[config.mk]
export PLATFORM = sky130hd
export DESIGN_NAME = clint_ctrl_top
export DESIGN_NICKNAME = d
export VERILOG_FILES = /design/src/rtl/ctrl_pkg.sv /design/src/rtl/mmr_pkg.sv /design/src/rtl/clint_ctrl_top.sv /design/src/rtl/machine_timer.sv /design/src/rtl/mmr_decode.sv /design/src/rtl/pipe_ctrl.sv
export SDC_FILE = /design/constraint.sdc
export NUM_CORES = 1
export LEC_CHECK = 0
export BUFFER_PORTS_ARGS = -buffer_cell sky130_fd_sc_hd__clkbuf_2
export CORE_MARGIN = 2
export CORE_UTILIZATION = 50
export DETAILED_ROUTE_END_ITERATION = 10
export PLACE_DENSITY = 0.73
export SLEW_MARGIN = 20
export SYNTH_ARGS = -nofsm -noshare
export SYNTH_HDL_FRONTEND = slang
export SYNTH_SLANG_ARGS = --single-unit
[constraint.sdc]
create_clock -name clk_in -period 3.01 [get_ports clk_in]
set_clock_uncertainty 0.15 [all_clocks]
set_input_delay 0.4515 -clock clk_in [delete_from_list [all_inputs] [get_ports clk_in]]
set_output_delay 0.4515 -clock clk_in [all_outputs]
set_load 0.01 [all_outputs]
[src/rtl/ctrl_pkg.sv]
// Redirect source and halt state enums for the pipeline control
package ctrl_pkg;

   // ------------------------------------------------------------------
   // Redirect source
   // ------------------------------------------------------------------
   // Write-back outranks execute, NONE when neither stage asks for a
   // PC reload in the current cycle
   typedef enum logic [1:0]
   {
      REDIR_NONE,                              // No redirect this cycle
      REDIR_EXE,                               // Branch mispredict from execute
      REDIR_WB                                 // Trap / fence / return from write-back
   } redirect_src_e;

   // ------------------------------------------------------------------
   // Halt state
   // ------------------------------------------------------------------
   // ST_HALT is entered by a WFI and left on any interrupt level
   typedef enum logic
   {
      ST_RUN,                                  // Core fetching and executing
      ST_HALT                                  // Core asleep
   } halt_state_e;

endpackage

[src/rtl/mmr_pkg.sv]
// Register map offsets, data widths and the MMR register select enum
package mmr_pkg;

   // ------------------------------------------------------------------
   // Data widths
   // ------------------------------------------------------------------
   localparam int XLEN   = 32;                 // Core data width
   localparam int ADDR_W = 32;                 // Load/store address width
   localparam int TIME_W = 64;                 // mtime / mtimecmp width

   // Offset field inside the 64 KiB register window
   localparam int OFS_W  = 16;

   // ------------------------------------------------------------------
   // Register offsets relative to the block base
   // ------------------------------------------------------------------
   localparam logic [OFS_W-1:0] OFS_MSIP        = 16'h0000;  // Software irq pending
   localparam logic [OFS_W-1:0] OFS_MTIMECMP_LO = 16'h4000;  // Compare, low word
   localparam logic [OFS_W-1:0] OFS_MTIMECMP_HI = 16'h4004;  // Compare, high word
   localparam logic [OFS_W-1:0] OFS_MTIME_LO    = 16'hBFF8;  // Timer, low word
   localparam logic [OFS_W-1:0] OFS_MTIME_HI    = 16'hBFFC;  // Timer, high word

   // ------------------------------------------------------------------
   // Decoded register select
   // ------------------------------------------------------------------
   // REG_NONE covers a wrong base as well as an unmapped offset
   typedef enum logic [2:0]
   {
      REG_NONE,
      REG_MSIP,
      REG_MTIMECMP_LO,
      REG_MTIMECMP_HI,
      REG_MTIME_LO,
      REG_MTIME_HI
   } mmr_reg_e;

endpackage

[src/rtl/clint_ctrl_top.sv]
// Core-local control top level joining the MMR decoder, machine timer and pipeline control
`timescale 1ns/1ps

module clint_ctrl_top
#(
   parameter logic [mmr_pkg::ADDR_W-1:0] MMR_BASE = 32'h0200_0000  // Register block base
)
(
   input  logic                        clk_in,
   input  logic                        rst_n,

   // MMR access from the memory stage
   input  logic                        mmr_req,
   input  logic                        mmr_wr,
   input  logic [mmr_pkg::ADDR_W-1:0]  mmr_addr,
   input  logic [mmr_pkg::XLEN-1:0]    mmr_wr_data,
   output logic                        mmr_ack,
   output logic                        mmr_fault,
   output logic [mmr_pkg::XLEN-1:0]    mmr_rd_data,

   // Redirects from write-back and execute
   input  logic                        wb_rld_pc_flag,
   input  logic                        wb_rld_ic_flag,
   input  logic [mmr_pkg::ADDR_W-1:0]  wb_rld_pc_addr,
   input  logic                        exe_rld_pc_flag,
   input  logic [mmr_pkg::ADDR_W-1:0]  exe_rld_pc_addr,

   input  logic                        trigger_wfi,
   input  logic                        ext_irq,

   // Pipeline control
   output logic                        pc_reload,
   output logic                        ic_reload,
   output logic [mmr_pkg::ADDR_W-1:0]  pc_reload_addr,
   output logic                        flush_dec,
   output logic                        flush_exe,
   output logic                        flush_mem,
   output logic                        cpu_halt,

   // Interrupt levels
   output logic                        timer_irq,
   output logic                        sw_irq
);
   import mmr_pkg::*;

   logic              msip_wr, mtimecmp_lo_wr, mtimecmp_hi_wr;   // Decoder to timer
   logic              mtime_lo_wr, mtime_hi_wr;
   logic [TIME_W-1:0] mtime, mtimecmp;                    // Timer to read mux
   logic              msip;

   mmr_decode #(.MMR_BASE(MMR_BASE)) i_mmr_decode
   (
      .clk_in, .rst_n, .mmr_req, .mmr_wr, .mmr_addr, .mmr_wr_data,
      .mtime, .mtimecmp, .msip,
      .msip_wr, .mtimecmp_lo_wr, .mtimecmp_hi_wr, .mtime_lo_wr, .mtime_hi_wr,
      .mmr_ack, .mmr_fault, .mmr_rd_data
   );

   machine_timer i_machine_timer
   (
      .clk_in, .rst_n,
      .msip_wr, .mtimecmp_lo_wr, .mtimecmp_hi_wr, .mtime_lo_wr, .mtime_hi_wr,
      .mmr_wr_data, .mtime, .mtimecmp, .msip, .timer_irq, .sw_irq
   );

   // Redirects and halt, woken by either timer level or ext_irq
   pipe_ctrl i_pipe_ctrl
   (
      .clk_in, .rst_n,
      .wb_rld_pc_flag, .wb_rld_ic_flag, .wb_rld_pc_addr, .exe_rld_pc_flag, .exe_rld_pc_addr,
      .trigger_wfi, .ext_irq, .timer_irq, .sw_irq,
      .pc_reload, .ic_reload, .pc_reload_addr, .flush_dec, .flush_exe, .flush_mem,
      .cpu_halt
   );

endmodule

[src/rtl/machine_timer.sv]
// Machine timer with mtime, mtimecmp, msip and the timer and software interrupt levels
`timescale 1ns/1ps

module machine_timer
(
   input  logic                        clk_in,
   input  logic                        rst_n,

   // Write strobes from the MMR decoder, valid in the request cycle
   input  logic                        msip_wr,
   input  logic                        mtimecmp_lo_wr,
   input  logic                        mtimecmp_hi_wr,
   input  logic                        mtime_lo_wr,
   input  logic                        mtime_hi_wr,
   input  logic [mmr_pkg::XLEN-1:0]    mmr_wr_data,       // Shared store data

   // Register contents for the read multiplexer
   output logic [mmr_pkg::TIME_W-1:0]  mtime,
   output logic [mmr_pkg::TIME_W-1:0]  mtimecmp,
   output logic                        msip,

   // Interrupt levels
   output logic                        timer_irq,         // Registered compare result
   output logic                        sw_irq             // Straight from msip
);
   import mmr_pkg::*;

   logic              time_hit;                           // mtime has reached mtimecmp

   // ------------------------------------------------------------------
   // Free-running mtime
   // ------------------------------------------------------------------
   // A half write replaces the increment for that edge
   always_ff @(posedge clk_in or negedge rst_n)
   begin
      if (!rst_n)
         mtime <= '0;
      else if (mtime_lo_wr)
         mtime[XLEN-1:0] <= mmr_wr_data;                  // High half holds
      else if (mtime_hi_wr)
         mtime[TIME_W-1:XLEN] <= mmr_wr_data;             // Low half holds
      else
         mtime <= mtime + TIME_W'(1);
   end

   // ------------------------------------------------------------------
   // Compare register and software pending bit
   // ------------------------------------------------------------------
   always_ff @(posedge clk_in or negedge rst_n)
   begin
      if (!rst_n)
      begin
         mtimecmp <= '1;                                  // Far future, no irq
         msip     <= 1'b0;
      end
      else
      begin
         if (mtimecmp_lo_wr)
            mtimecmp[XLEN-1:0] <= mmr_wr_data;
         if (mtimecmp_hi_wr)
            mtimecmp[TIME_W-1:XLEN] <= mmr_wr_data;
         if (msip_wr)
            msip <= mmr_wr_data[0];                       // Upper bits dropped
      end
   end

   // Unsigned 64-bit compare
   assign time_hit = (mtime >= mtimecmp);

   // Timer irq one cycle behind the compare
   always_ff @(posedge clk_in or negedge rst_n)
   begin
      if (!rst_n)
         timer_irq <= 1'b0;
      else
         timer_irq <= time_hit;
   end

   assign sw_irq = msip;

   // mtime only moves backwards through a store, wrap excluded
   a_mtime_mono: assert property (@(posedge clk_in) disable iff (!rst_n)
      (!mtime_lo_wr && !mtime_hi_wr && (mtime != '1)) |=> (mtime >= $past(mtime)));

endmodule

[src/rtl/mmr_decode.sv]
// MMR address decode, write strobes, read multiplexer and registered acknowledge
`timescale 1ns/1ps

module mmr_decode
#(
   parameter logic [mmr_pkg::ADDR_W-1:0] MMR_BASE = 32'h0200_0000  // 64 KiB aligned
)
(
   input  logic                        clk_in,
   input  logic                        rst_n,

   // Strobe request from the memory stage
   input  logic                        mmr_req,           // One-cycle request pulse
   input  logic                        mmr_wr,            // 1 = store, 0 = load
   input  logic [mmr_pkg::ADDR_W-1:0]  mmr_addr,
   input  logic [mmr_pkg::XLEN-1:0]    mmr_wr_data,

   // Current register contents for loads
   input  logic [mmr_pkg::TIME_W-1:0]  mtime,
   input  logic [mmr_pkg::TIME_W-1:0]  mtimecmp,
   input  logic                        msip,

   // Write strobes to the timer block
   output logic                        msip_wr,
   output logic                        mtimecmp_lo_wr,
   output logic                        mtimecmp_hi_wr,
   output logic                        mtime_lo_wr,
   output logic                        mtime_hi_wr,

   // Acknowledge, one cycle after the request
   output logic                        mmr_ack,
   output logic                        mmr_fault,
   output logic [mmr_pkg::XLEN-1:0]    mmr_rd_data
);
   import mmr_pkg::*;

   mmr_reg_e          reg_sel;                            // Decoded target register
   logic              base_hit;                           // Upper address bits match
   logic              wr_hit;                             // Store to a mapped register
   logic [XLEN-1:0]   rd_mux;                             // Load data for this request

   // ------------------------------------------------------------------
   // Address decode
   // ------------------------------------------------------------------
   assign base_hit = (mmr_addr[ADDR_W-1:OFS_W] == MMR_BASE[ADDR_W-1:OFS_W]);

   always_comb
   begin
      reg_sel = REG_NONE;
      if (base_hit)
      begin
         case (mmr_addr[OFS_W-1:0])
            OFS_MSIP:        reg_sel = REG_MSIP;
            OFS_MTIMECMP_LO: reg_sel = REG_MTIMECMP_LO;
            OFS_MTIMECMP_HI: reg_sel = REG_MTIMECMP_HI;
            OFS_MTIME_LO:    reg_sel = REG_MTIME_LO;
            OFS_MTIME_HI:    reg_sel = REG_MTIME_HI;
            default:         reg_sel = REG_NONE;          // Hole in the map
         endcase
      end
   end

   // Strobes only for stores that hit, faults write nothing
   assign wr_hit         = mmr_req & mmr_wr;
   assign msip_wr        = wr_hit & (reg_sel == REG_MSIP);
   assign mtimecmp_lo_wr = wr_hit & (reg_sel == REG_MTIMECMP_LO);
   assign mtimecmp_hi_wr = wr_hit & (reg_sel == REG_MTIMECMP_HI);
   assign mtime_lo_wr    = wr_hit & (reg_sel == REG_MTIME_LO);
   assign mtime_hi_wr    = wr_hit & (reg_sel == REG_MTIME_HI);

   // ------------------------------------------------------------------
   // Read path
   // ------------------------------------------------------------------
   always_comb
   begin
      case (reg_sel)
         REG_MSIP:        rd_mux = {{(XLEN-1){1'b0}}, msip};  // Zero-extended
         REG_MTIMECMP_LO: rd_mux = mtimecmp[XLEN-1:0];
         REG_MTIMECMP_HI: rd_mux = mtimecmp[TIME_W-1:XLEN];
         REG_MTIME_LO:    rd_mux = mtime[XLEN-1:0];
         REG_MTIME_HI:    rd_mux = mtime[TIME_W-1:XLEN];
         default:         rd_mux = '0;                    // Fault returns zero
      endcase
   end

   // Acknowledge and fault flags
   always_ff @(posedge clk_in or negedge rst_n)
   begin
      if (!rst_n)
      begin
         mmr_ack   <= 1'b0;
         mmr_fault <= 1'b0;
      end
      else
      begin
         mmr_ack   <= mmr_req;
         mmr_fault <= mmr_req & (reg_sel == REG_NONE);
      end
   end

   // Load data captured in the request cycle, stores return zero
   always_ff @(posedge clk_in)
   begin
      if (mmr_req)
         mmr_rd_data <= mmr_wr ? '0 : rd_mux;
   end

   // Only one timer register can be targeted per request
   a_onehot_wr: assert property (@(posedge clk_in) disable iff (!rst_n)
      $onehot0({msip_wr, mtimecmp_lo_wr, mtimecmp_hi_wr, mtime_lo_wr, mtime_hi_wr}));

endmodule

[src/rtl/pipe_ctrl.sv]
// Redirect arbitration, pipeline stage flushes and the halt/wake FSM
`timescale 1ns/1ps

module pipe_ctrl
(
   input  logic                        clk_in,
   input  logic                        rst_n,

   // Redirect requests
   input  logic                        wb_rld_pc_flag,    // Write-back reload
   input  logic                        wb_rld_ic_flag,    // Store hit the I$ space
   input  logic [mmr_pkg::ADDR_W-1:0]  wb_rld_pc_addr,
   input  logic                        exe_rld_pc_flag,   // Branch mispredict
   input  logic [mmr_pkg::ADDR_W-1:0]  exe_rld_pc_addr,

   // Halt and wake sources
   input  logic                        trigger_wfi,       // WFI pulse from write-back
   input  logic                        ext_irq,           // Level
   input  logic                        timer_irq,
   input  logic                        sw_irq,

   // Fetch reload
   output logic                        pc_reload,
   output logic                        ic_reload,
   output logic [mmr_pkg::ADDR_W-1:0]  pc_reload_addr,

   // Stage flushes
   output logic                        flush_dec,
   output logic                        flush_exe,
   output logic                        flush_mem,

   output logic                        cpu_halt
);
   import ctrl_pkg::*;

   redirect_src_e     redir_src;                          // Winning redirect
   halt_state_e       halt_state;
   halt_state_e       halt_next;
   logic              wake;                               // Any interrupt level

   // ------------------------------------------------------------------
   // Redirect arbitration
   // ------------------------------------------------------------------
   always_comb
   begin
      if (wb_rld_pc_flag)
         redir_src = REDIR_WB;                            // Older instruction wins
      else if (exe_rld_pc_flag)
         redir_src = REDIR_EXE;
      else
         redir_src = REDIR_NONE;
   end

   assign pc_reload      = (redir_src != REDIR_NONE);
   assign pc_reload_addr = (redir_src == REDIR_WB) ? wb_rld_pc_addr : exe_rld_pc_addr;
   assign ic_reload      = wb_rld_ic_flag;

   // Mispredict clears up to execute, write-back also clears memory
   assign flush_dec = pc_reload;
   assign flush_exe = pc_reload;
   assign flush_mem = (redir_src == REDIR_WB);

   // ------------------------------------------------------------------
   // Halt and wake
   // ------------------------------------------------------------------
   assign wake = ext_irq | timer_irq | sw_irq;

   always_comb
   begin
      halt_next = halt_state;
      if (wake)
         halt_next = ST_RUN;                              // Wake beats WFI
      else if (trigger_wfi)
         halt_next = ST_HALT;
   end

   always_ff @(posedge clk_in or negedge rst_n)
   begin
      if (!rst_n)
         halt_state <= ST_RUN;
      else
         halt_state <= halt_next;
   end

   assign cpu_halt = (halt_state == ST_HALT);

   a_flush_order: assert property (@(posedge clk_in) disable iff (!rst_n)
      flush_mem |-> flush_exe);

   // A pending interrupt never leaves the core asleep
   a_wake: assert property (@(posedge clk_in) disable iff (!rst_n)
      wake |=> !cpu_halt);

endmodule
Yosys cells after proc, flatten, opt, wreduce, memory -nomap -nowiden
Cells that the tools add are included.
{"block": "totals", "in_bits": 137, "reg_bits": 165, "output_inout_bits": 74, "elab_cells": 48}
{"block": "classes", "n_mux": 11, "bitwise": 9, "eq_ne": 12, "reduce_logical": 4, "order_cmp": 1, "add_sub_neg": 1}
{"op": "$pmux W32 S5", "n": 1}
{"op": "$mux W32", "n": 4}
{"op": "$add A64 B1 Y64 const B", "n": 1}
{"op": "$ge A64 B64 Y1", "n": 1}
{"op": "$eq A16 B15 Y1 const B", "n": 2}
{"op": "$eq A16 B16 Y1 const B", "n": 2}
{"op": "$eq A16 B10 Y1 const B", "n": 1}
{"op": "$logic_not A16 Y1", "n": 1}
{"op": "$pmux W3 S5", "n": 1}
{"op": "$and A1 B1 Y1", "n": 7}
{"op": "$eq A3 B2 Y1 const B", "n": 2}
{"op": "$eq A3 B3 Y1 const B", "n": 2}
{"op": "$reduce_bool A2 Y1", "n": 2}
{"op": "$eq A3 B1 Y1 const B", "n": 1}
{"op": "$logic_not A3 Y1", "n": 1}
{"op": "$mux W1", "n": 3}
{"op": "$mux W3", "n": 1}
{"op": "$eq A2 B2 Y1 const B", "n": 1}
{"op": "$mux W2", "n": 1}
{"op": "$ne A2 B1 Y1 const B", "n": 1}
{"op": "$or A1 B1 Y1", "n": 2}

Longest topological paths before layout
Gate-level depths: netlist of run 1.
{"block": "depth", "word_depth": 7, "depth_mapped": 9, "ltp_nobuf": 8}

Modules after synthesis
Synthesis of run 1 repeated with hierarchy kept, for this count alone.
{"block": "hier_totals", "hier_cells": 1219, "area_unflattened_um2": 11071.9}
{"module": "machine_timer", "seq_area_each_um2": 3333.2, "n_inst": 1, "area_each_um2": 7972.6, "cells_each": 919}
{"module": "mmr_decode", "seq_area_each_um2": 1011.0, "n_inst": 1, "area_each_um2": 2491.1, "cells_each": 256}
{"module": "pipe_ctrl", "seq_area_each_um2": 25.0, "n_inst": 1, "area_each_um2": 608.1, "cells_each": 44}

Least setup slack after synthesis of run 1
OpenSTA, ideal clock, no wires.
{"block": "synth_timing", "path_kind": "input to register", "startpoint": "input mmr_addr[14] (netlist bit)", "endpoint": "register i_machine_timer.mtime[26] (netlist bit)", "t_required_ns": 2.719, "path_stages": 8, "path_buffers": 2, "t_arrival_ns": 2.321, "setup_time_ns": 0.141, "slack_ns": 0.398, "path_cell_list": "or3_1 -> or4_4 -> nor3_2 -> buf_2 -> buf_4 -> nand2_1 -> o311ai_0 -> nand3_1"}
{"block": "synth_via", "elab_chain_len": 6, "elab_cells_between_ends": 13, "classes_between": "eq/ne: 7; mux: 3; bitwise: 2; reduce/logical: 1"}
{"item": "start, declared", "line_no": "clint_ctrl_top.sv:15", "text": "input logic [mmr_pkg::ADDR_W-1:0] mmr_addr,"}
{"item": "$eq A16 B16 Y1 (tied with other cells)", "line_no": "mmr_decode.sv:52", "text": "case (mmr_addr[OFS_W-1:0])"}
{"item": "$pmux W3 S5 *", "line_no": "mmr_decode.sv:52"}
{"item": "$mux W3 *", "line_no": "mmr_decode.sv:50", "text": "if (base_hit)"}
{"item": "$eq A3 B3 Y1, on equally long branches", "line_no": "mmr_decode.sv:69, mmr_decode.sv:68"}
{"item": "$and A1 B1 Y1, on equally long branches", "line_no": "mmr_decode.sv:69, mmr_decode.sv:68"}
{"item": "$ne A2 B1 Y1 (no line) / $mux W32 (equally long branches)"}
{"item": "end signal, assigned by index", "line_no": "machine_timer.sv:39", "text": "mtime[XLEN-1:0] <= mmr_wr_data;"}
{"item": "end signal, assigned by index", "line_no": "machine_timer.sv:41", "text": "mtime[TIME_W-1:XLEN] <= mmr_wr_data;"}
{"item": "end signal, assigned", "line_no": "machine_timer.sv:43", "text": "mtime <= mtime + TIME_W'(1);"}
{"item": "end, declared", "line_no": "machine_timer.sv:18", "text": "output logic [mmr_pkg::TIME_W-1:0] mtime,"}
Mark *: on every way between the ends. The rest lies on a longest branch, timed or not.
A chain may end at the register's enable or synchronous reset.

Final worst setup path of run 1
{"block": "layout_timing", "startpoint": "register i_machine_timer.mtime[11] (netlist bit)", "endpoint": "register i_machine_timer.mtime[47] (netlist bit)"}
{"block": "layout_via", "elab_chain_len": 2}
{"item": "$add A64 B1 Y64", "line_no": "machine_timer.sv:43"}
{"item": "$mux W32", "line_no": "machine_timer.sv:40", "text": "else if (mtime_hi_wr)"}
Every way passes these cells.

==> metrics, run 1 <==
worst rel slew slack 0.455; Slowest-stage cell, CP nor3_1; worst slew pin tran between 0.8 and 0.9 ns; initial antenna violation count 0; Die ar. 22800 um^2; Fmax 346 MHz; Fill cells about 1800; WP data required roughly 3.2 ns; Post-synth ARST share 0.806; first-pass GRT wire length a little over 50000 um; non-filler cells, final approximately 1600; Leakage Power approximately 5.5 nW; most common cell after layout, fill and taps aside clkbuf_2; final setup TNS 0 ns; vias in the first global route 9593; Initial Util 0.512; Critical Path AT 3.08 ns; DRT iter0 DRCs about 930; Worst path depth 6; post-synthesis register bit count 165; cell repeated most along the worst path nand4_1; hold endpoint i_pipe_ctrl.cpu_halt; H-tree Lvls 4; WHS Path Cells 2; post-detail-place hpwl 24000 um; Hold WC Path Type in2reg; largest net degree at the start of global routing 71; Post-route DRC 0; Hold Slack approximately 0.024 ns; Routed Wire Length between 30000 and 40000 um; number of CTS-inserted buffers 17; Global Route Usage Sum 0.293; Root Buffer Master clkbuf_16; VDD IR max between 300 and 400 uV; routed len/inst 19.9 um; Period minus WS final between 2 and 3 ns; chip height roughly 150 um; number of max-cap violations 0; R2R setup slack between 0.1 and 0.15 ns; nets roughly 1600; Post-Syn Instances between 1000 and 1500; number of synthesis warnings 0; Core ar. 21100 um^2; Worst R2R Start i_machine_timer.mtime[11]; I/O pin count about 210; CP cell instances nand4_1 > nor4_1 > nand4_1 > nor3_1 > a211oi_1 > nor3b_1; GPL Wtd Cong ~0.96; unrepaired setup endpoints after global routing false; worst reg2reg path depth 6; drt first pass iters 5; Clk pin slew, worst setup/hold paths about 0.060 ns; grt ovf 0; commonest cells after routing, fill and taps aside clkbuf_2, mux2_2, nor2_1; vias per cell 6.08; r2r endpoint i_machine_timer.mtime[47]; Bufs on Longest Clock Path 2; worst hold start ext_irq; Primary FF master, synth dfrtp_1; PD cells between 300 and 400 nW/um^2; WS Path Type reg2reg; Synth Net Count approximately 1300; std cell rows 53; CTS tree built; Final setup viols 0; diodes inserted 0; Inst Count DP around 1600; Hold Vio Cnt, Final 0; ratio of cells with drive above 1 in the final layout 0.339; die width 151 um; CP Capture Type flip-flop; EDFF count, synth 32; delay of the slowest critical-path stage between 0.6 and 0.7 ns; CP Buf/Inv Count 0; Yosys cell types between 60 and 70; Max Slew Vio Count 0; Largest delay share family, worst path simple AND/OR/NAND/NOR gates; startpoint types flip-flop; Post-CTS Setup Bufs 0; Synth-to-Final Area Change 20.2%; status finished clean; clk sinks roughly 170; Mapped Area between 10000 and 15000 um^2; I/O Buffers 208; post-route clock period utilization 0.961; CP max FO 8; Via Count 9963; Avg Cell Area, Syn between 9 and 10 um^2; Antenna Violating Nets Remaining 0; register area share after synthesis 0.405; clk_lat worst skew between 0.4 and 0.5 ns
flip-flops by register name, indices dropped and copies added (netlist names):
| signal | count |
|---|---|
| i_machine_timer.mtime | 64 |
| i_machine_timer.mtimecmp | 64 |
| i_mmr_decode.mmr_fault | 1 |
| i_machine_timer.msip | 1 |
| i_mmr_decode.mmr_ack | 1 |
| i_pipe_ctrl.cpu_halt | 1 |
| i_machine_timer.timer_irq | 1 |
| i_mmr_decode.mmr_rd_data | 32 |
layer usage:
layer,up-vias,track usage,share of wire
met5,-,0,0
li1,4639,-,-
met2,422,0.463,0.47
met3,73,0.0563,0.072
met1,4829,0.409,0.44
met4,0,0.0935,0.025
stage by stage:
stage	setup slack (ns)	instance area (um^2)	util	power, mW
6_report	0.117	13000	0.615	5.00
3_5_place_dp	0.162	12400	0.586	2.74
4_1_cts	0.232	13000	0.615	5.01
5_1_grt	0.0233	13000	0.615	5.14
3_3_place_gp	0.196	12400	0.586	2.73
2_1_floorplan	0.398	10800	-	2.49
cell usage after synthesis (11+ instances only):
| cell type | number | share of area |
|---|---|---|
| and2_1 | 37 | 0.021 |
| and4_1 | 17 | 0.014 |
| nand3_1 | 33 | 0.015 |
| a31oi_1 | 11 | 0.0064 |
| nand2_1 | 73 | 0.025 |
| o21ai_0 | 46 | 0.021 |
| a211oi_1 | 16 | 0.011 |
| nand4_1 | 30 | 0.017 |
| dfrtp_1 | 69 | 0.16 |
| ha_1 | 65 | 0.075 |
| mux2i_1 | 30 | 0.028 |
| nor4_1 | 24 | 0.014 |
| dfstp_2 | 64 | 0.16 |
| clkbuf_1 | 41 | 0.014 |
| inv_1 | 72 | 0.025 |
| edfxtp_1 | 32 | 0.089 |
| nor2_1 | 97 | 0.034 |
| o22ai_1 | 39 | 0.023 |
| nor3_1 | 21 | 0.0097 |
| a21o_1 | 13 | 0.0090 |
| mux2_2 | 97 | 0.10 |
| a21oi_1 | 93 | 0.043 |
how the worst max path moves through the flow:
stage                     slack (ns)                         to                      start
final                           0.12  i_machine_timer.mtime[47]  i_machine_timer.mtime[11]
after floorplan                 0.40  i_machine_timer.mtime[26]               mmr_addr[14]
after global placement          0.20   i_machine_timer.mtime[6]               mmr_addr[14]
after global routing            0.02  i_machine_timer.mtime[45]  i_machine_timer.mtime[11]
after CTS                       0.23  i_machine_timer.mtime[47]  i_machine_timer.mtime[11]
after detailed placement        0.16   i_machine_timer.mtime[6]               mmr_addr[14]
what timing repair did:
item,in CTS,in global routing
hold endpoints to repair,45,0
resized for setup,0,0
hold buffers,1,0
cell families (layout without fill, tap and decap cells):
logic type	count (synthesis)	in the layout	share of synthesized area
xor gates and xnor gates	12	12	0.00974
and+or+nand+nor	366	366	0.176
buffers and inverters	135	362	0.0520
DFF	165	165	0.405
muxes	127	127	0.129
AOI/OAI and AO/OA	267	267	0.153
adders and majority gates	65	65	0.0753
power by group:
group	total, mW	switching, mW	internal (mW)
logic	0.391	0.229	0.162
registers	2.31	0.00701	2.30
clock network	2.30	0.942	1.35
total	5.00	1.18	3.82
layout make-up:
type,count,area (um^2),area share
Inverter,72,270,0.0208
Sequential cell,165,4370,0.337
Timing Repair Buffer,258,1490,0.115
Multi-Input combinational cell,837,5900,0.454
Clock buffer,21,460,0.0355
Clock inverter,11,146,0.0113
Tap cell,275,344,0.0265
(Power assumes the default switching activity.)
==> run 2, diff against run 1 <==
--- a/config.mk
+++ b/config.mk
@@ -6,10 +6,12 @@
 export NUM_CORES = 1
 export LEC_CHECK = 0
 export BUFFER_PORTS_ARGS = -buffer_cell sky130_fd_sc_hd__clkbuf_2
+export CELL_PAD_IN_SITES_DETAIL_PLACEMENT = 1
+export CELL_PAD_IN_SITES_GLOBAL_PLACEMENT = 1
 export CORE_MARGIN = 2
-export CORE_UTILIZATION = 50
+export CORE_UTILIZATION = 46
 export DETAILED_ROUTE_END_ITERATION = 10
-export PLACE_DENSITY = 0.73
+export PLACE_DENSITY = 0.93
 export SLEW_MARGIN = 20
 export SYNTH_ARGS = -nofsm -noshare
 export SYNTH_HDL_FRONTEND = slang
==> constraint.sdc (replaced) <==
create_clock -name clk_in -period 3.6 [get_ports clk_in]
set_clock_uncertainty 0.15 [all_clocks]
set_input_delay 0.54 -clock clk_in [delete_from_list [all_inputs] [get_ports clk_in]]
set_output_delay 0.54 -clock clk_in [all_outputs]
set_load 0.01 [all_outputs]
==> run 2 against run 1 <==
Net effect: global-route usage grew 5.9 points; total power shrank 15%; first-iteration DRC count grew 39%; critical endpoint is now i_machine_timer.timer_irq.
==> metrics, run 2 (same netlist as run 1, synthesis figures left out) <==
status finished clean; die width 157 um (+4.1%); post-layout util 0.557 (-0.0585); Inst Count DP 1634 (+1.7%); largest net degree at the start of global routing 91 (+28%); nets 1537 (-1.0%); Routed Wire Length 42500 um (+30%); Post-CTS Setup Bufs 0 (unchanged); WS Path Type reg2reg; delay of the slowest critical-path stage 0.98 ns (+0.34 ns); worst rel slew slack 0.256 (-0.199); non-filler cells, final 1667 (+1.7%); PD cells 329 nW/um^2 (-14%); Root Buffer Master clkbuf_16; Critical Path AT 3.52 ns (+0.44 ns); first-pass GRT wire length 66600 um (+29%); DRT iter0 DRCs 1294 (+39%); CTS tree built; Global Route Usage Sum 0.352 (+0.0585); Clk pin slew, worst setup/hold paths 0.07 ns (about the same); number of CTS-inserted buffers 17 (unchanged); sw frac 0.242 (+0.00677); Period minus WS final 3.38 ns (+0.488 ns); initial antenna violation count 0 (unchanged); Fmax 296 MHz (-14%); commonest cells after routing, fill and taps aside clkbuf_2, mux2_2, nor2_1; startpoint types flip-flop; CP cell instances inv_1 > ha_1 > nand4_1 > a2111oi_0 > o31a_1 > o221ai_1 > a21oi_1; VDD IR max 292 uV (-13%); clock share of power 0.467 (+0.008); post-detail-place hpwl 29300 um (+22%); Hold WC Path Type in2reg; Antenna Violating Nets Remaining 0 (unchanged); final setup TNS 0 ns (unchanged); Synth-to-Final Area Change 20.0%; Max Slew Vio Count 0 (unchanged); chip height 157 um (+4.1%); unrepaired setup endpoints after global routing false; std cell rows 56 (+5.7%); grt ovf 0 (unchanged); WP data required 3.74 ns (+0.54 ns); worst slew pin tran 1.09 ns (+0.270 ns); Die ar. 24700 um^2 (+8.5%); overall power 4.27 mW (-15%); diodes inserted 0 (unchanged); ratio of cells with drive above 1 in the final layout 0.332 (-0.00711); Bufs on Longest Clock Path 2 (unchanged); R2R setup slack 0.22 ns (+0.10 ns); Post-route DRC 0 (unchanged); Leakage Power 5.39 nW (-1.3%); clk sinks 165 (unchanged); CP Capture Type flip-flop; most common cell after layout, fill and taps aside clkbuf_2; vias per cell 6.57 (+8.1%); vias in the first global route 11706 (+22%); Hold Vio Cnt, Final 0 (unchanged); Regs by FF count i_machine_timer.mtime: 64 flops, i_machine_timer.mtimecmp: 64 flops, i_mmr_decode.mmr_rd_data: 32 flops; Psw 1.03 mW (-12%); Slowest-stage cell, CP a2111oi_0; routed len/inst 25.5 um (+28%); drt first pass iters 6 (+1); Power Internal 3.23 mW (-15%); Initial Util 0.464 (-0.0479); I/O pin count 211 (unchanged); H-tree Lvls 4 (unchanged); Final setup viols 0 (unchanged); GPL Wtd Cong 0.951 (-0.54%); post-route clock period utilization 0.939 (-0.0219); CP max FO 2 (-6); clk_lat worst skew 0.44 ns (about the same); Core ar. 23300 um^2 (+10%); combinational power share 0.080 (+0.002); Via Count 10955 (+10%); I/O Buffers 208 (unchanged); Seq pwr share 0.453 (-0.009); number of max-cap violations 0 (unchanged)
[run 2: path summary, 6_finish.rpt]
check                                        startpoint                            to  cells after the start
setup / recovery           i_machine_timer.mtimecmp[11]     i_machine_timer.timer_irq                      7
hold / removal                                  ext_irq          i_pipe_ctrl.cpu_halt                      2
setup reg to reg           i_machine_timer.mtimecmp[11]     i_machine_timer.timer_irq                      7
hold reg to reg               i_machine_timer.timer_irq          i_pipe_ctrl.cpu_halt                      1
max in group asynchronous                         rst_n  i_machine_timer.mtimecmp[47]                      3
min in group asynchronous                         rst_n     i_machine_timer.mtime[36]                      2
[run 2: timing repair]
item                                    4_1_cts  5_1_grt
resized for setup                             0        1
endpoints found under the setup margin        0        1
hold buffers                                  1        0
hold endpoints to repair                     19        0
[run 2: layout make-up]
type	count	area, um^2
tap	319	399
clock buffer	23	522
sequential	165	4370
timing repair buffer	242	1380
fill	2698	10300
clock inverter	9	109
multi-input combinational	837	5900
inverter	72	270
[run 2: metal layers]
layer	vias to the layer above	share of wire	GRT usage
met1	5400	0.38	0.431
met2	726	0.47	0.578
met5	-	0	0
li1	4600	-	-
met4	0	0.055	0.195
met3	229	0.090	0.0743
[run 2: worst max-delay path: cells and delay by family (launching register included)]
family / cells / cell delay (ns)
flip-flops: 1 / 0.54
adder cells (fa/ha/maj): 1 / 0.32
buffers and inverters: 1 / 0.08
AO/OA/AOI/OAI: 4 / 1.90
AND/OR/NAND/NOR: 1 / 0.24
[run 2: per-stage QoR]
stage	hold slack (ns)	setup slack, ns	cell area, um^2
2_1_floorplan	0.0944	0.900	10800
3_3_place_gp	0.283	0.545	12300
3_5_place_dp	0.298	0.456	12300
4_1_cts	0.107	0.253	12900
5_1_grt	0.110	0.231	12900
6_report	0.102	0.219	12900
[run 2: power groups by stage]
stage | sequential, mW | combinational [mW] | clock (mW)
3_5_place_dp | 1.97 | 0.335 | 0
2_1_floorplan | 1.98 | 0.102 | 0
5_1_grt | 1.93 | 0.363 | 2.06
4_1_cts | 1.93 | 0.339 | 1.99
3_3_place_gp | 1.96 | 0.321 | 0
6_report | 1.93 | 0.341 | 1.99
==> run 3, diff against run 2 <==
--- a/config.mk
+++ b/config.mk
@@ -5,13 +5,14 @@
 export SDC_FILE = /design/constraint.sdc
 export NUM_CORES = 1
 export LEC_CHECK = 0
+export ABC_AREA = 1
 export BUFFER_PORTS_ARGS = -buffer_cell sky130_fd_sc_hd__clkbuf_2
 export CELL_PAD_IN_SITES_DETAIL_PLACEMENT = 1
 export CELL_PAD_IN_SITES_GLOBAL_PLACEMENT = 1
 export CORE_MARGIN = 2
-export CORE_UTILIZATION = 46
+export CORE_UTILIZATION = 44
 export DETAILED_ROUTE_END_ITERATION = 10
-export PLACE_DENSITY = 0.93
+export PLACE_DENSITY = 0.94
 export SLEW_MARGIN = 20
 export SYNTH_ARGS = -nofsm -noshare
 export SYNTH_HDL_FRONTEND = slang
==> run 3 against run 2 <==
Net effect: critical path depth increased by 3; cell count increased by 49%; synthesized area increased by 16%; sequential power about the same; clock power decreased by 6%; critical path type unchanged; largest power group is now registers; highest routed layer unchanged.
==> metrics, run 3 <==
most common cell after layout, fill and taps aside nand2_1; DRT iter0 DRCs 1037 (-20%); std cell rows 61 (+8.9%); Via Count 13678 (+25%); Hold WC Path Type in2reg; EDFF count, synth 32 (unchanged); most common cell in the netlist nand2_1; status finished clean; I/O Buffers 208 (unchanged); final setup margin 0.851 ns (+0.632 ns); worst hold start ext_irq; Max Slew Vio Count 0 (unchanged); WS Path Type reg2reg; Root Buffer Master clkbuf_16; area share of the largest cell type after synthesis 0.197 (+0.0366); Yosys cell types 38 (-39%); non-filler cells, final 2486 (+49%); vias in the first global route 14722 (+26%); worst slew pin tran 0.773 ns (-0.315 ns); post-synth top area cell nand2_1; Worst R2R Start i_machine_timer.mtimecmp[63]; post-synthesis register bit count 165 (unchanged); H-tree Lvls 4 (unchanged); VDD IR max 312 uV (+6.8%); register area share after synthesis 0.348 (-0.0571); number of synthesis warnings 0 (unchanged); DP Area 13900 um^2 (+13%); Primary FF master, synth dfrtp_1; GPL Wtd Cong 1.02 (+6.8%); nets 2297 (+49%); Leakage Power 7.29 nW (+35%); Avg Cell Area, Syn 6.57 um^2 (-31%); R2R setup slack 0.85 ns (+0.63 ns); post-detail-place hpwl 36900 um (+26%); top layer in use met4; WP data required 3.81 ns (+0.07 ns); grt ovf 0 (unchanged); Routed Wire Length 48600 um (+14%); largest net degree at the start of global routing 72 (-21%); met3 wire length 2610 um (-32%); Die ar. 29900 um^2 (+21%); diodes inserted 0 (unchanged); worst rel slew slack 0.484 (+0.228); Post-synth ARST share 0.806 (unchanged); die width 173 um (+10%); startpoint types flip-flop; Post-route DRC 0 (unchanged); number of max-cap violations 0 (unchanged); CP Capture Type flip-flop; Period minus WS final 2.75 ns (-0.632 ns); chip height 173 um (+10%); I/O pin count 211 (unchanged); drt first pass iters 5 (-1); most area-consuming cells after synthesis nand2_1, dfrtp_1, dfstp_2; Global Route Usage Sum 0.325 (-0.0270); r2r endpoint i_machine_timer.timer_irq; Critical Path AT 2.96 ns (-0.56 ns); Fmax 364 MHz (+23%); clk sinks 165 (unchanged); Post-CTS Setup Bufs 0 (unchanged); initial antenna violation count 0 (unchanged); PD cells 283 nW/um^2 (-14%); Metal-1 WL 20000 um (+23%); clk_lat worst skew 0.46 ns (+0.02 ns); worst reg2reg path depth 10 (+3); met2 wire len 24400 um (+21%); Regs by FF count i_machine_timer.mtime: 64 flops, i_machine_timer.mtimecmp: 64 flops, i_mmr_decode.mmr_rd_data: 32 flops; unrepaired setup endpoints after global routing false; Synth-to-Final Area Change 15.6%; Post-Syn Instances 1912 (+68%); Bufs on Longest Clock Path 2 (unchanged); number of CTS-inserted buffers 17 (unchanged); routed len/inst 19.6 um (-23%); Final setup viols 0 (unchanged); top cells by count, synth nand2_1, inv_1, nor2_1, nand3_1, o21ai_0; vias per cell 5.50 (-16%); post-route clock period utilization 0.764 (-0.176); commonest cells after routing, fill and taps aside nand2_1, inv_1, nor2_1; Final Cell Area 14500 um^2 (+12%); pre-CTS setup slack 0.506 ns (+0.0501 ns); post-layout util 0.520 (-0.0365); first-pass GRT wire length 77000 um (+16%); hold endpoint i_pipe_ctrl.cpu_halt; WHS Path Cells 2 (unchanged); Synth Net Count 2114 (+58%); Initial Util 0.450 (-0.0142); CTS tree built; Core ar. 27900 um^2 (+20%); Clk pin slew, worst setup/hold paths 0.08 ns (about the same); Antenna Violating Nets Remaining 0 (unchanged); Inst Count DP 2453 (+50%); final setup TNS 0 ns (unchanged); Hold Vio Cnt, Final 0 (unchanged); CP max FO 3 (+1); ratio of cells with drive above 1 in the final layout 0.168 (-0.164); Mapped Area 12600 um^2 (+16%)
[run 3: cell count changes after synthesis, moves of 33 or more]
| cell | delta |
|---|---|
| a21oi_1 | -62 |
| and2_1 | -33 |
| inv_1 | +184 |
| mux2_2 | -97 |
| nand2_1 | +585 |
| nand3_1 | +118 |
| nor2_1 | +156 |
| o21ai_0 | +48 |
| o22ai_1 | -39 |
| xor2_1 | +40 |
[run 3: logic make-up after synthesis]
group	synth area share
AND/OR/NAND/NOR	0.381
buffers and inverters	0.106
flip-flops	0.348
AO/OA/AOI/OAI	0.0601
adder cells (fa/ha/maj)	0.0647
XOR/XNOR	0.0404
[run 3: what timing repair did]
item,in CTS,in global routing
gates resized for setup,0,0
hold buffers,1,0
endpoints found under the hold margin,2,0
[run 3: report_power, final]
group	total, mW	switching, mW	internal, mW	leakage, nW
combinational	0.314	0.200	0.115	5.24
clock	1.87	0.883	0.984	0.287
sequential	1.93	0.00543	1.93	1.77
total	4.11	1.09	3.02	7.29
[run 3: metrics by stage]
| stage | hold WS [ns] | total power, mW |
|---|---|---|
| floorplan | 0.0944 | 2.07 |
| global placement | 0.295 | 2.27 |
| detailed placement | 0.306 | 2.28 |
| CTS | 0.0766 | 4.13 |
| global route | 0.0777 | 4.23 |
| finish | 0.0827 | 4.11 |
[run 3: routing by layer]
metal | track usage | vias up
met5 | 0 | -
met4 | 0.135 | 0
li1 | - | 6356
met1 | 0.392 | 6708
met3 | 0.0466 | 132
met2 | 0.577 | 482
[run 3: area by class of cell]
class	count	area (um^2)
Clock buffer	19	475
Clock inverter	13	106
Fill cell	3812	13400
Inverter	259	972
Multi-Input combinational cell	1419	6870
Sequential cell	165	4370
Tap cell	378	473
Timing Repair Buffer	233	1260
[run 3: worst max path at each step]
stage                                      start  slack [ns]  cells past startpoint                           end
finish              i_machine_timer.mtimecmp[63]        0.85                     10     i_machine_timer.timer_irq
global route            i_machine_timer.mtime[0]        0.68                     10     i_machine_timer.mtime[62]
CTS                     i_machine_timer.mtime[0]        0.90                      9     i_machine_timer.mtime[32]
detailed placement                  mmr_addr[21]        0.51                     10      i_machine_timer.mtime[6]
global placement                    mmr_addr[17]        0.75                     11      i_machine_timer.mtime[0]
floorplan                           mmr_addr[17]        1.38                     10  i_mmr_decode.mmr_rd_data[21]
[run 3: critical path, cell delays in order (launching register included)]
cell and delay [ns]:
dfstp_2 0.54, inv_1 0.05, ha_1 0.31, nand2_1 0.06
inv_1 0.08, nand3_1 0.09, nor3_1 0.56, nand2_1 0.28
nor2_1 0.21, nand4_1 0.10, nand3_1 0.22
